<file path="src/kvs_net_defines.svh">
//----------------------------
// widths, FIFO depths, listen port range
// and start-up delay of the network wrapper
//----------------------------
`ifndef KVS_NET_DEFINES_SVH
`define KVS_NET_DEFINES_SVH

// packet and metadata widths
`define DATA_W 64
`define META_W 64
`define SESSION_W 16
`define LEN_W 16
`define TX_META_W 32

// length step per transmitted beat
`define BYTES_PER_BEAT 8

// FIFO address bits, depth is 2**AW
`define RX_FIFO_AW 8
`define TX_FIFO_AW 11
`define META_FIFO_AW 4

// server ports 2880..2887, end is exclusive
`define LISTEN_FIRST_PORT 16'h0B40
`define LISTEN_PORT_END 16'h0B48

// cycles after reset before the first listen request
`define LISTEN_DELAY 100

`endif

</file>
<file path="src/kvs_net_pkg.sv">
//----------------------------
// shared types of the network wrapper
//----------------------------
`default_nettype none

`include "kvs_net_defines.svh"

package kvs_net_pkg;

  // payload types
  typedef logic [`DATA_W-1:0] word_t;
  typedef logic [`META_W-1:0] meta_t;

  // transmit metadata fields
  typedef logic [`SESSION_W-1:0] session_t;
  typedef logic [`LEN_W-1:0] len_t;

  // TCP port number
  typedef logic [15:0] port_t;

  // listen request sequencer
  typedef enum logic [1:0] {
    WAIT_START,
    OPENING,
    DONE
  } opener_state_t;

  // message framing on the transmit side
  typedef enum logic {
    FIRST_BEAT,
    BODY
  } framer_state_t;

endpackage

`default_nettype wire

</file>
<file path="src/stream_if.sv">
//----------------------------
// valid/ready word stream with last flag
//----------------------------
`timescale 1ns/100ps
`default_nettype none

`include "kvs_net_defines.svh"

interface stream_if;

  logic                valid;
  logic                ready;
  kvs_net_pkg::word_t  data;
  logic                last;

  // producer side
  modport source (
    output valid,
    output data,
    output last,
    input  ready
  );

  // consumer side
  modport sink (
    input  valid,
    input  data,
    input  last,
    output ready
  );

endinterface

`default_nettype wire

</file>
<file path="src/tx_framer.sv">
//----------------------------
// transmit framing: beat pass-through,
// session capture, length count, meta queue
//----------------------------
`timescale 1ns/100ps
`default_nettype none

`include "kvs_net_defines.svh"

module tx_framer (
  input  logic                   aclk,
  input  logic                   aresetn,
  input  logic                   app_tx_valid,
  output logic                   app_tx_ready,
  input  kvs_net_pkg::word_t     app_tx_data,
  input  kvs_net_pkg::meta_t     app_tx_meta,
  input  logic                   app_tx_last,
  stream_if.source               beats_out,
  output logic                   tx_meta_valid,
  input  logic                   tx_meta_ready,
  output logic [`TX_META_W-1:0]  tx_meta_data
);

  localparam int QAW = `META_FIFO_AW;
  localparam int QDEPTH = 2 ** QAW;

  kvs_net_pkg::framer_state_t state;
  kvs_net_pkg::session_t      session;
  kvs_net_pkg::session_t      session_next;
  kvs_net_pkg::len_t          len;
  kvs_net_pkg::len_t          len_next;

  // registered push into the queue
  logic                  pend_valid;
  logic [`TX_META_W-1:0] pend_data;

  logic [`TX_META_W-1:0] qmem [QDEPTH];
  logic [QAW-1:0]        q_wr;
  logic [QAW-1:0]        q_rd;
  logic [QAW:0]          q_cnt;
  logic [QAW:0]          q_used;
  logic                  meta_full;
  logic                  q_pop;
  logic                  beat_xfer;
  logic                  hold_last;

  // room must be left for the pending entry
  assign q_used    = q_cnt + {{QAW{1'b0}}, pend_valid};
  assign meta_full = q_used[QAW];
  assign hold_last = app_tx_last & meta_full;

  assign app_tx_ready    = beats_out.ready & ~hold_last;
  assign beats_out.valid = app_tx_valid & ~hold_last;
  assign beats_out.data  = app_tx_data;
  assign beats_out.last  = app_tx_last;
  assign beat_xfer       = app_tx_valid & app_tx_ready;

  assign tx_meta_valid = (q_cnt != '0);
  assign tx_meta_data  = qmem[q_rd];
  assign q_pop         = tx_meta_valid & tx_meta_ready;

  always_comb begin
    if (state == kvs_net_pkg::FIRST_BEAT) begin
      session_next = app_tx_meta[`SESSION_W-1:0];
      len_next     = kvs_net_pkg::len_t'(`BYTES_PER_BEAT);
    end else begin
      session_next = session;
      len_next     = len + kvs_net_pkg::len_t'(`BYTES_PER_BEAT);
    end
  end

  //----------------------------
  // message state
  //----------------------------
  always_ff @(posedge aclk) begin
    if (!aresetn) begin
      state      <= kvs_net_pkg::FIRST_BEAT;
      pend_valid <= 1'b0;
    end else begin
      pend_valid <= beat_xfer & app_tx_last;
      if (beat_xfer) begin
        state <= app_tx_last ? kvs_net_pkg::FIRST_BEAT : kvs_net_pkg::BODY;
      end
    end
  end

  always_ff @(posedge aclk) begin
    if (beat_xfer) begin
      session   <= session_next;
      len       <= len_next;
      // length in the high half
      pend_data <= {len_next, session_next};
    end
  end

  //----------------------------
  // metadata queue
  //----------------------------
  always_ff @(posedge aclk) begin
    if (pend_valid) begin
      qmem[q_wr] <= pend_data;
    end
  end

  always_ff @(posedge aclk) begin
    if (!aresetn) begin
      q_wr  <= '0;
      q_rd  <= '0;
      q_cnt <= '0;
    end else begin
      if (pend_valid) begin
        q_wr <= q_wr + 1'b1;
      end
      if (q_pop) begin
        q_rd <= q_rd + 1'b1;
      end
      case ({pend_valid, q_pop})
        2'b10:   q_cnt <= q_cnt + 1'b1;
        2'b01:   q_cnt <= q_cnt - 1'b1;
        default: q_cnt <= q_cnt;
      endcase
    end
  end

endmodule

`default_nettype wire

</file>
<file path="src/flat_wrapper.sv">
// flat-port wrapper written by rule: the top's interface ports become plain ports
module tx_framer_flat 
  (aclk, aresetn, app_tx_valid, app_tx_ready, app_tx_data, app_tx_meta, app_tx_last, tx_meta_valid, tx_meta_ready, tx_meta_data, beats_out_valid, beats_out_data, beats_out_last, beats_out_ready);
  stream_if beats_out_i ();
  input  logic aclk;
  input  logic aresetn;
  input  logic app_tx_valid;
  output logic app_tx_ready;
  input  kvs_net_pkg::word_t app_tx_data;
  input  kvs_net_pkg::meta_t app_tx_meta;
  input  logic app_tx_last;
  output logic tx_meta_valid;
  input  logic tx_meta_ready;
  output logic [`TX_META_W-1:0] tx_meta_data;
  output wire logic [$bits(beats_out_i.valid)-1:0] beats_out_valid;
  output wire logic [$bits(beats_out_i.data)-1:0] beats_out_data;
  output wire logic [$bits(beats_out_i.last)-1:0] beats_out_last;
  input wire logic [$bits(beats_out_i.ready)-1:0] beats_out_ready;
  assign beats_out_valid = beats_out_i.valid;
  assign beats_out_data = beats_out_i.data;
  assign beats_out_last = beats_out_i.last;
  assign beats_out_i.ready = beats_out_ready;
  tx_framer u_core (.aclk(aclk), .aresetn(aresetn), .app_tx_valid(app_tx_valid), .app_tx_ready(app_tx_ready), .app_tx_data(app_tx_data), .app_tx_meta(app_tx_meta), .app_tx_last(app_tx_last), .beats_out(beats_out_i), .tx_meta_valid(tx_meta_valid), .tx_meta_ready(tx_meta_ready), .tx_meta_data(tx_meta_data));
endmodule
</file>
<file path="config.mk">
export PLATFORM = sky130hd
export DESIGN_NAME = tx_framer_flat
export DESIGN_NICKNAME = d
export VERILOG_FILES = /design/src/kvs_net_pkg.sv /design/src/stream_if.sv /design/src/tx_framer.sv /design/src/flat_wrapper.sv
export VERILOG_INCLUDE_DIRS = /design/src
export SDC_FILE = /design/constraint.sdc
export NUM_CORES = 1
export LEC_CHECK = 0
export BUFFER_PORTS_ARGS = -buffer_cell sky130_fd_sc_hd__buf_2
export CAP_MARGIN = 15
export CORE_ASPECT_RATIO = 1.1
export CORE_UTILIZATION = 30
export DETAILED_ROUTE_END_ITERATION = 8
export GPL_TIMING_DRIVEN = 0
export SYNTH_ARGS = -nofsm -noshare
export SYNTH_HDL_FRONTEND = slang
export SYNTH_SLANG_ARGS = --single-unit
</file>
<file path="constraint.sdc">
create_clock -name aclk -period 9.1 [get_ports aclk]
set_input_delay 0.455 -clock aclk [delete_from_list [all_inputs] [get_ports aclk]]
set_output_delay 0.455 -clock aclk [all_outputs]
set_load 0.01 [all_outputs]
</file>
Yosys cells after proc, flatten, opt, wreduce, memory -nomap -nowiden
Memory sizes are Yosys's and may differ from the RTL's. A register that Yosys moved wholly into a read port is not among the register bits. Index checks and enable logic that the tools add are counted.

Input bits: 134. Latch bits: 0. Bits in registers: 79. Memories: 1. Memory bits (read-only): 0. Memory bits (writable): 512.

Memories: u_core.qmem (depth 16, bits a word 32, read ports 1, clocked after Yosys merged registers in 1, write ports 1, line tx_framer.sv:37) `` logic [`TX_META_W-1:0] qmem [QDEPTH]; ``.

Divide/modulo/power cells: 0. Equal/unequal tests: 2. Add/sub/neg operators: 6. Multiplexer cells: 8. Order comparisons: 0. Shift operators: 0. Multiply operators: 0. Bitwise operators: 7. Reduce and logical (&&, ||, !) cells: 2.

Operator list (number): $mux 16 (2); $add 16x4->16 const B (1); $pmux 5 s2 (1); $add 4x1->4 const B (2); $mux 4 (2); $and 1x1->1 (6); $add 5x1->5 (1); $add 5x1->5 const B (1); $reduce_bool 5->1 (1); $sub 5x1->5 const B (1); $mux 1 (3); $eq 2x1->1 const B (1); $eq 2x2->1 const B (1); $reduce_bool 2->1 (1); $not 1->1 (1).

Logic depth before layout (Yosys ltp)
Gate-level depths: netlist (run 1).

Word-level depth: 6. Gate-level depth with buffers: 11.

Worst setup path after synthesis (run 1)
OpenSTA, ideal clock, no wires.

Path type: reg2reg. Start point: register u_core.q_cnt[1]. End point: register u_core.q_cnt[4]. Arrival time: 2.806 ns. Path buffers: 1. Library setup time: 0.064 ns. Clock period less this slack: 2.870 ns. Slack: 6.230 ns. Cell stages (with the launch flop): 12. Cell sequence: dfxtp_1 > buf_6 > or4_4 > o21ai_4 > inv_1 > ha_1 > xor2_1 > ha_1 > a21oi_1 > a221oi_1 > or4b_2 > nand4_1.

Cells in the longest elaborated chain, start to end: 4. Elaborated cells between the ends (all ways): 8.

RTL lines: start: declaration (line tx_framer.sv:40) `logic [QAW:0] q_cnt;`; start signal: assignment (line tx_framer.sv:118) `2'b10: q_cnt <= q_cnt + 1'b1;`; start signal: assignment (line tx_framer.sv:119) `2'b01: q_cnt <= q_cnt - 1'b1;`; start signal: assignment (line tx_framer.sv:120) `default: q_cnt <= q_cnt;`; branches (longest 4 deep; another with $sub 5x1->5).

Parallel ways; which one is timed is not known. A chain may end at the register's enable or synchronous reset.

==> flow_summary.yaml, run 1 <==
clock_tree:
  root_buffer: "clkbuf_16"
  cts_buffer_depth: 3
  postCtsHoldBufs: 0
  cts_made_buffers: 52
  ctsResizeCount: 0
  cts.sinks: 512
  cts_tree: "yes"
  insertion_delay_ns: 0.59
  clk_pin_slew_ns: 0.06
  ctsHtreeMaxLevel: 2
  post_cts_buffers: 0
final_layout:
  syn2layout_area_growth_pct: 18.8
  mostFrequentLayoutCells: "edfxtp_1, buf_2, mux4_2"
  multi_input_area_mm2: 0.00434
  final_nets: 1337
  final_common_cell: "edfxtp_1"
  n_fill_cell: 6055
  diodes: 0
  seq_area_mm2: 0.0152
  drive_above_1_share_pct: 35.8
power_and_ir_drop:
  vdd_drop_max_mv: 0.168
  swShare_pct: 24.2
  p_leak_nw: 7.88
  pwr-share-comb_pct: 14.9
  intPower_w: 0.00424
  switching_power_w: 0.00136
  seq_power_share_pct: 47.6
  clkPwrFrac_pct: 37.5
  power_density_mw_per_mm2: 233
place:
  hpwl_mm: 28.6
  place.gp.congestion: 0.728
  dpl_worst_slack_ns: 5.99
  portBuffers: 118
yosys:
  synth_flop_cell: "edfxtp_1"
  synth_edf_count: 493
  yosysUniqueCellTypes: 40
  synth-seq-cells: 512
  syn_area_mm2: 0.0203
  ys_seq_area_share_pct: 75.0
  yosys_warnings: 0
  async_flop_share_pct: 0
  synthCells: 1002
  avgSynthCellArea_um2: 20.2
timing:
  period_share_pct: 38.4
  finClkSkew_ns: 0.0139
  rsz0062_at_grt: "false"
  max_freq_mhz: 286
  fin_ws_ns: 5.60
  finalSetupViolCount: 0
  slew_headroom_pct: 35.4
  worstMarginPinSlew_ns: 0.969
  maxSlewViolCount: 0
  min_period_ns: 3.50
  fin_tns_setup_ns: 0
  final_hold_viol_count: 0
floorplanning:
  die_h_um: 275
  ios: 234
  start_util_pct: 30.5
  core.rowCount: 99
  die_w_um: 250
  die-area_mm2: 0.0686
  coreArea_mm2: 0.0665
route:
  routed_wl_mm: 44.0
  drt_iter0_markers: 783
  drc_errors: 0
  final_antenna_net_count: 0
  vias_per_cell: 4.76
  firstDrtPassIters: 4
  dr_total_vias: 9971
  post_drt_wl_per_cell_um: 21.0
grt:
  track_usage_pct: 12.8
  grt-ovfl-total: 0
  grt_pass1_wl_mm: 65.3
  grt_max_degree: 30
  grt_pass1_vias: 10300
  antenna_found_initial: 0
critical_path:
  timing.rr.start: "u_core.q_cnt[2]"
  critical_path_arrival_ns: 3.04
  endpoint_kind: "output pin"
  rr_endpoint: "u_core.q_cnt[4]"
  critPathLaunchType: "flop"
  r2r_slack_ns: 5.98
  critPathKind: "reg -> out"
  rr_worst_depth: 11
  required_ns: 8.65
  crit_fanout: 10
worst_hold_path:
  hp-start: "app_tx_meta[4]"
  hold_class: "in -> reg"
  holdPathStages: 2
  min_delay_worst_endpoint: "u_core.pend_data[4]"
status:
  status: "completed"
job:
  drv_cap: 0
registers in the layout (all words and copies together), names as in the netlist, named ones only:
name / flops
u_core.q_wr: 4
u_core.qmem: 464
u_core.pend_data: 29
u_core.q_rd: 4
u_core.state: 1
u_core.pend_valid: 1
u_core.q_cnt: 5
metrics by stage:
step	total power (W)	util [%]	cell area, um2	std cells	hold slack (ns)
floorplan	0.00331	-	20300	1004	0.520
global placement	0.00354	33.0	21900	1980	0.539
detailed placement	0.00357	33.7	22400	1997	0.557
CTS	0.00566	36.2	24100	2094	0.125
global route	0.00582	36.2	24100	2094	0.146
finish	0.00560	36.2	24100	2094	0.164
synth_stat cells, types with 2 or more instances:
cell      number  share of area, %
edfxtp_1     493                73
mux4_2       116                13
buf_4         68               2.5
a22oi_1       58               2.1
nand2_1       39              0.72
and2_1        32              0.99
clkbuf_1      27              0.50
nor2b_1       21              0.65
dfxtp_1       19               1.9
buf_2         15              0.37
nand3_1       12              0.30
ha_1          10              0.62
xnor2_1        8              0.35
xor2_1         8              0.35
nand4_1        7              0.22
nor3_1         7              0.17
a21boi_0       6              0.22
buf_6          6              0.33
nor2_1         6              0.11
inv_1          5             0.093
o21ai_0        5              0.12
nor3b_1        4              0.15
or3_1          4              0.12
a21oi_1        3             0.074
mux2i_1        3              0.15
o21a_1         3              0.11
nand4b_1       2             0.086
o211ai_1       2             0.074
or4b_2         2             0.099
worst max-delay path, cell delays in order, from the launching register on:
cell and delay [ns]:
dfxtp_1 0.31, buf_2 0.25, clkbuf_1 0.54, buf_2 0.43, mux4_2 0.35, a22oi_1 0.23
nand2_1 0.17, buf_2 0.18
per-layer routing:
metal | global-route usage [%] | part of all wire [%] | vias to the layer above | routed length, um
li1 | - | - | 4393 | -
met1 | 17.1 | 43 | 5294 | 19100
met4 | 3.38 | 1.7 | 0 | 739
met3 | 2.01 | 4.3 | 52 | 1900
met5 | 0 | 0 | - | 0
met2 | 21.8 | 51 | 232 | 22300
power by group through the flow:
| stage | Sequential, W | Clock [W] | Combinational (W) |
|---|---|---|---|
| after global placement | 0.00271 | 0 | 0.000832 |
| final | 0.00267 | 0.00210 | 0.000834 |
| after global routing | 0.00267 | 0.00224 | 0.000904 |
| after floorplan | 0.00270 | 0 | 0.000614 |
| after CTS | 0.00267 | 0.00214 | 0.000854 |
| after detailed placement | 0.00272 | 0 | 0.000851 |
cells by family after synthesis:
kind of cell	synth area share, %
buffers and inverters	3.82
AO/OA/AOI/OAI	3.03
multiplexers	13.0
XOR/XNOR	0.692
flip-flops	75.0
adder cells (fa/ha/maj)	0.618
other	0.0185
AND/OR/NAND/NOR	3.82
area by class of cell:
cell class	count	area share, %
sequential	512	63.1
multi-input combinational	371	18.0
clock buffer	66	5.88
tap	858	4.46
timing repair buffer	135	4.23
buffer	116	3.13
clock inverter	31	1.12
inverter	5	0.0780
worst max-delay path by stage:
stage | from | endpoint | slack (ns) | cells after the start
global placement | u_core.pend_valid | u_core.pend_data[3] | 4.29 | 5
finish | flop | tx_meta_data[21] | 5.60 | 7
CTS | flop | tx_meta_data[21] | 5.55 | 7
global route | flop | tx_meta_data[21] | 5.46 | 7
floorplan | u_core.q_cnt[1] | u_core.q_cnt[4] | 6.23 | 11
detailed placement | u_core.q_cnt[2] | u_core.q_cnt[4] | 5.99 | 11
No activity file was read; power rests on OpenSTA's default activity.
==> inputs of run 2 (changes only) <==
==> constraint.sdc (replaced) <==
create_clock -name aclk -period 3 [get_ports aclk]
set_input_delay 0.15 -clock aclk [delete_from_list [all_inputs] [get_ports aclk]]
set_output_delay 0.15 -clock aclk [all_outputs]
set_load 0.01 [all_outputs]
==> flow_summary.yaml, run 2 (same netlist as run 1, synthesis figures left out) <==
status:
  status: "completed"
timing:
  worstMarginPinSlew_ns: 0.961
  finClkSkew_ns: 0.0119
  final_hold_viol_count: 0
  fin_tns_setup_ns: 0
  min_period_ns: 2.85
  rsz0062_at_grt: "false"
  slew_headroom_pct: 35.9
  maxSlewViolCount: 0
  max_freq_mhz: 351
  finalSetupViolCount: 0
  period_share_pct: 95.1
floorplanning:
  core.rowCount: 99
  ios: 234
  die_w_um: 250
  die-area_mm2: 0.0686
  coreArea_mm2: 0.0665
  start_util_pct: 30.5
  die_h_um: 275
final_layout:
  syn2layout_area_growth_pct: 20.1
  largest_register: "u_core.qmem"
  drive_above_1_share_pct: 36.2
  fin_util_pct: 36.6
  largest_reg_flops: 464
  reg_top3: "u_core.qmem (464), u_core.pend_data (29), u_core.q_cnt (5)"
  diodes: 0
  mostFrequentLayoutCells: "edfxtp_1, buf_2, mux4_2"
  final_nets: 1359
  final_common_cell: "edfxtp_1"
clock_tree:
  ctsHtreeMaxLevel: 2
  clk_pin_slew_ns: 0.06
  cts.sinks: 512
  cts_buffer_depth: 3
  root_buffer: "clkbuf_16"
  insertion_delay_ns: 0.59
  cts_made_buffers: 52
  cts_tree: "yes"
route:
  post_drt_wl_per_cell_um: 20.9
  drc_errors: 0
  final_antenna_net_count: 0
  dr_total_vias: 10000
  vias_per_cell: 4.74
  routed_wl_mm: 44.1
  firstDrtPassIters: 5
  drt_iter0_markers: 785
place:
  place.gp.congestion: 0.728
  portBuffers: 118
  hpwl_mm: 28.6
critical_path:
  crit_fanout: 9
  r2r_slack_ns: 0.15
  critPathKind: "reg -> reg"
  critPathLaunchType: "flop"
  critical_path_arrival_ns: 3.37
  startpoint: "u_core.q_cnt[2]"
  required_ns: 3.52
  endpoint: "u_core.q_cnt[4]"
  rr_endpoint: "u_core.q_cnt[4]"
  timing.rr.start: "u_core.q_cnt[2]"
  endpoint_kind: "flop"
  rr_worst_depth: 10
job:
  drv_cap: 0
grt:
  antenna_found_initial: 0
  track_usage_pct: 12.8
  grt-ovfl-total: 0
  grt_max_degree: 30
  grt_pass1_wl_mm: 65.5
  grt_pass1_vias: 10300
worst_hold_path:
  hold_class: "in -> reg"
  holdPathStages: 4
power_and_ir_drop:
  vdd_drop_max_mv: 0.508
  power_density_mw_per_mm2: 701
  p_leak_nw: 8.01
[run 2: changes by cell type in the layout (fill, tap and decap cells not counted)]
cell	previous run	this run
a21oi_1	3	2
a21oi_2	0	1
buf_2	133	128
buf_4	69	70
clkbuf_1	37	27
clkbuf_2	0	9
clkbuf_4	0	6
dlygate4sd3_1	0	21
ha_1	10	9
ha_4	0	1
[run 2: area by class of cell]
class	instances	area (um2)
well taps	858	1070
plain buffers	116	782
clock inverters	31	269
fillers	6054	42200
inverters	5	18.8
clock buffers	66	1420
multi-input cells	371	4360
repair buffers	157	1240
flip-flops and latches	512	15200
[run 2: worst min path at each step]
stage                    from                   to  slack (ns)
2_1_floorplan     app_tx_last    u_core.pend_valid        0.27
3_3_place_gp      app_tx_last    u_core.pend_valid        0.45
3_5_place_dp   app_tx_meta[4]  u_core.pend_data[4]        0.45
4_1_cts         tx_meta_ready       u_core.q_rd[1]       0.008
5_1_grt         tx_meta_ready       u_core.q_rd[2]        0.09
6_report        tx_meta_ready       u_core.q_rd[2]        0.08
[run 2: through the flow]
stage | power (W) | hold WS (ns) | instances | setup WS, ns | area (um2)
4_1_cts | 0.0172 | 0.00790 | 2115 | 0.0141 | 24300
3_5_place_dp | 0.0108 | 0.448 | 1997 | -0.107 | 22400
2_1_floorplan | 0.0100 | 0.268 | 1004 | 0.130 | 20300
3_3_place_gp | 0.0108 | 0.447 | 1980 | -1.81 | 21900
5_1_grt | 0.0177 | 0.0891 | 2116 | 0.00153 | 24300
6_report | 0.0171 | 0.0833 | 2116 | 0.148 | 24300
[run 2: metal layers]
| metal | up-vias | part of all wire, % | track usage [%] |
|---|---|---|---|
| met5 | - | 0 | 0 |
| met4 | 0 | 1.7 | 3.38 |
| met3 | 53 | 4.5 | 2.00 |
| met2 | 225 | 51 | 21.9 |
| met1 | 5309 | 43 | 17.1 |
| li1 | 4435 | - | - |
[run 2: worst max-delay path, cell delays in order, from the launching register on]
cell      delay (ns)
dfxtp_1         0.29
buf_2           0.16
or4_4           0.56
o21ai_4         0.16
inv_1           0.09
ha_4            0.19
ha_1            0.32
nor3b_1         0.22
a221oi_1        0.10
or4b_2          0.61
nand4_1         0.09
[run 2: repair_timing]
action / CTS / global route
hold buffers: 21 / 0
hold endpoints to repair: 20 / 0
buffers inserted: 0 / 1
pin swaps: 0 / 1
resized for setup: 7 / 18
setup endpoints to repair: 30 / 20
[run 2: power by group]
group          total [W]  switching (W)  leakage, nW  internal (W)
clock            0.00638        0.00269        0.831       0.00369
sequential       0.00809       0.000141         4.60       0.00795
combinational    0.00259        0.00129         2.58       0.00130
==> inputs of run 3 (changes only) <==
--- a/config.mk
+++ b/config.mk
@@ -6,12 +6,14 @@
 export SDC_FILE = /design/constraint.sdc
 export NUM_CORES = 1
 export LEC_CHECK = 0
+export ABC_AREA = 1
 export BUFFER_PORTS_ARGS = -buffer_cell sky130_fd_sc_hd__buf_2
 export CAP_MARGIN = 15
 export CORE_ASPECT_RATIO = 1.1
 export CORE_UTILIZATION = 30
 export DETAILED_ROUTE_END_ITERATION = 8
 export GPL_TIMING_DRIVEN = 0
+export RECOVER_POWER = 50
 export SYNTH_ARGS = -nofsm -noshare
 export SYNTH_HDL_FRONTEND = slang
 export SYNTH_SLANG_ARGS = --single-unit
==> constraint.sdc (replaced) <==
create_clock -name aclk -period 3 [get_ports aclk]
set_input_delay 0.3 -clock aclk [delete_from_list [all_inputs] [get_ports aclk]]
set_output_delay 0.3 -clock aclk [all_outputs]
set_load 0.01 [all_outputs]
==> flow_summary.yaml, run 3 <==
status:
  status: "completed"
final_layout:
  drive_above_1_share_pct: 14.9
  largest_reg_flops: 464
  final_common_cell: "edfxtp_1"
  largest_register: "u_core.qmem"
  syn2layout_area_growth_pct: 19.2
  reg_top3: "u_core.qmem (464), u_core.pend_data (29), u_core.q_cnt (5)"
  final_nets: 2157
  mostFrequentLayoutCells: "edfxtp_1, inv_1, nand2_1"
  final_cell_area_mm2: 0.0258
  diodes: 0
clock_tree:
  cts_buffer_depth: 3
  root_buffer: "clkbuf_16"
  insertion_delay_ns: 0.61
  post_cts_buffers: 0
  cts_made_buffers: 55
  cts.sinks: 512
  cts_tree: "yes"
  clk_pin_slew_ns: 0.06
  ctsHtreeMaxLevel: 2
grt:
  antenna_found_initial: 0
  grt_pass1_wl_mm: 93.8
  grt-ovfl-total: 0
  grt_max_degree: 24
  grt_pass1_vias: 14500
  track_usage_pct: 17.5
floorplanning:
  die_w_um: 258
  ios: 234
  die_h_um: 284
  start_util_pct: 30.5
  coreArea_mm2: 0.0708
  die-area_mm2: 0.0731
  core.rowCount: 102
yosys:
  syn_area_mm2: 0.0216
  yosys.area_share.adder_pct: 0.579
  synthTopCellsByCount: "edfxtp_1, inv_1, nand2_1"
  synth_flop_cell: "edfxtp_1"
  synth_top_cell_by_area: "edfxtp_1"
  yosys.area_share.simple_pct: 8.91
  avgSynthCellArea_um2: 11.9
  synth_edf_count: 493
  synth_mux_area_share_pct: 0
  synth_top_family_by_area: "compound AO/OA/AOI/OAI gates"
  synth_most_common_cell: "edfxtp_1"
  synth_compound_area_share_pct: 10.3
  synth_xor_area_share_pct: 0.203
  yosysUniqueCellTypes: 27
  synth_top_area_share_pct: 68.5
  synthCells: 1812
  async_flop_share_pct: 0
  ys_seq_area_share_pct: 70.2
  ys_top_cells_by_area: "edfxtp_1, inv_1, nand3_1"
  yosys_warnings: 0
  synth-seq-cells: 512
critical_path:
  cp_slowest_cell: "clkbuf_2"
  crit_family: "buffers and inverters"
  path_cells: "clkbuf_1, inv_1, buf_2, clkbuf_2, nand3_1, nand3_1, nand2_1, buf_2"
  critPathKind: "reg -> out"
  required_ns: 2.70
  crit_fanout: 10
  critical_path_arrival_ns: 2.58
  path_buf_inv: 5
  critPathMaxStageDelay_ns: 0.42
  critPathLaunchType: "flop"
  endpoint_kind: "output pin"
timing:
  slew_headroom_pct: 26.1
  maxSlewViolCount: 0
  finClkSkew_ns: 0.0202
  finalSetupViolCount: 0
  max_freq_mhz: 347
  fin_tns_setup_ns: 0
  period_share_pct: 96.2
  final_hold_viol_count: 0
  min_period_ns: 2.88
  worstMarginPinSlew_ns: 1.11
  rsz0062_at_grt: "false"
route:
  final_antenna_net_count: 0
  post_drt_wl_per_cell_um: 21.9
  drc_errors: 0
  routed_wl_mm: 65.5
  firstDrtPassIters: 5
  vias_per_cell: 4.97
  drt_iter0_markers: 1696
  dr_total_vias: 14800
power_and_ir_drop:
  pwr-share-comb_pct: 27.9
  intPower_w: 0.0140
  switching_power_w: 0.00703
  finalPower_w: 0.0211
  clkPwrFrac_pct: 33.0
  vdd_drop_max_mv: 0.482
  power_density_mw_per_mm2: 817
  swShare_pct: 33.4
  seq_power_share_pct: 39.1
  p_leak_nw: 9.44
worst_hold_path:
  hold_class: "in -> reg"
place:
  dpl_cell_area_mm2: 0.0239
  hpwl_mm: 42.0
  place.gp.congestion: 0.821
  portBuffers: 117
job:
  drv_cap: 0
-- run 3: metal layers --
layer  GRT usage [%]  wire, um
met5               0         0
met3            2.81      5770
met4            6.55      2250
met2            29.9     31800
met1            22.3     25700
-- run 3: final cells by class --
cell class,instances,area [um2]
Fill cell,6822,45100
Inverter,287,1080
Clock buffer,70,1560
Clock inverter,26,279
Tap cell,936,1170
Sequential cell,512,15200
Buffer,168,1100
Timing Repair Buffer,142,945
Multi-Input combinational cell,847,4450
-- run 3: logic make-up (layout without fill, tap and decap cells) --
kind of cell	count (synthesis)	in the layout
buffers and inverters	455	693
other	1	3
AND/OR/NAND/NOR	446	446
flip-flops	512	512
AO/OA/AOI/OAI	383	383
adder cells (fa/ha/maj)	10	10
XOR/XNOR	5	5
-- run 3: final timing paths --
| path | end | from | depth (start not counted) | slack (ns) |
|---|---|---|---|---|
| setup reg to reg | u_core.q_cnt[4] | u_core.q_cnt[2] | 15 | 0.59 |
| hold reg to reg | u_core.q_rd[3] | u_core.q_rd[3] | 2 | 0.51 |
| hold / removal | u_core.pend_data[14] | app_tx_meta[14] | 3 | 0.02 |
| setup / recovery | tx_meta_data[29] | flop | 8 | 0.12 |
-- run 3: metrics by stage --
stage / cells / util, % / hold WS, ns / setup WS (ns)
after floorplan: 1814 / - / 0.459 / 0.690
after global placement: 2867 / 33.0 / 0.473 / -1.09
after detailed placement: 2883 / 33.7 / 0.500 / 0.00113
after CTS: 2988 / 36.5 / 0.00262 / 0.000869
after global routing: 2988 / 36.4 / 0.0317 / 0.0360
final: 2988 / 36.4 / 0.0152 / 0.115
-- run 3: power groups by stage --
| stage | Clock, W | Combinational [W] | Sequential [W] |
|---|---|---|---|
| finish | 0.00694 | 0.00588 | 0.00824 |
| global route | 0.00725 | 0.00636 | 0.00826 |
| CTS | 0.00701 | 0.00591 | 0.00823 |
| detailed placement | 0 | 0.00582 | 0.00838 |
| global placement | 0 | 0.00574 | 0.00837 |
| floorplan | 0 | 0.00349 | 0.00828 |
-- run 3: worst reg2reg max path: cells and delay by family (launching register included) --
| family | cells | cell delay (ns) |
|---|---|---|
| adder cells (fa/ha/maj) | 2 | 0.52 |
| buffers and inverters | 3 | 0.35 |
| XOR/XNOR | 1 | 0.24 |
| AO/OA/AOI/OAI | 1 | 0.13 |
| flip-flops | 1 | 0.38 |
| AND/OR/NAND/NOR | 8 | 0.71 |
-- run 3: timing repair --
action,4_1_cts,5_1_grt
pin swaps,0,0
hold buffers,9,0
resized for setup,30,20
endpoints found under the hold margin,9,0
endpoints found under the setup margin,29,29
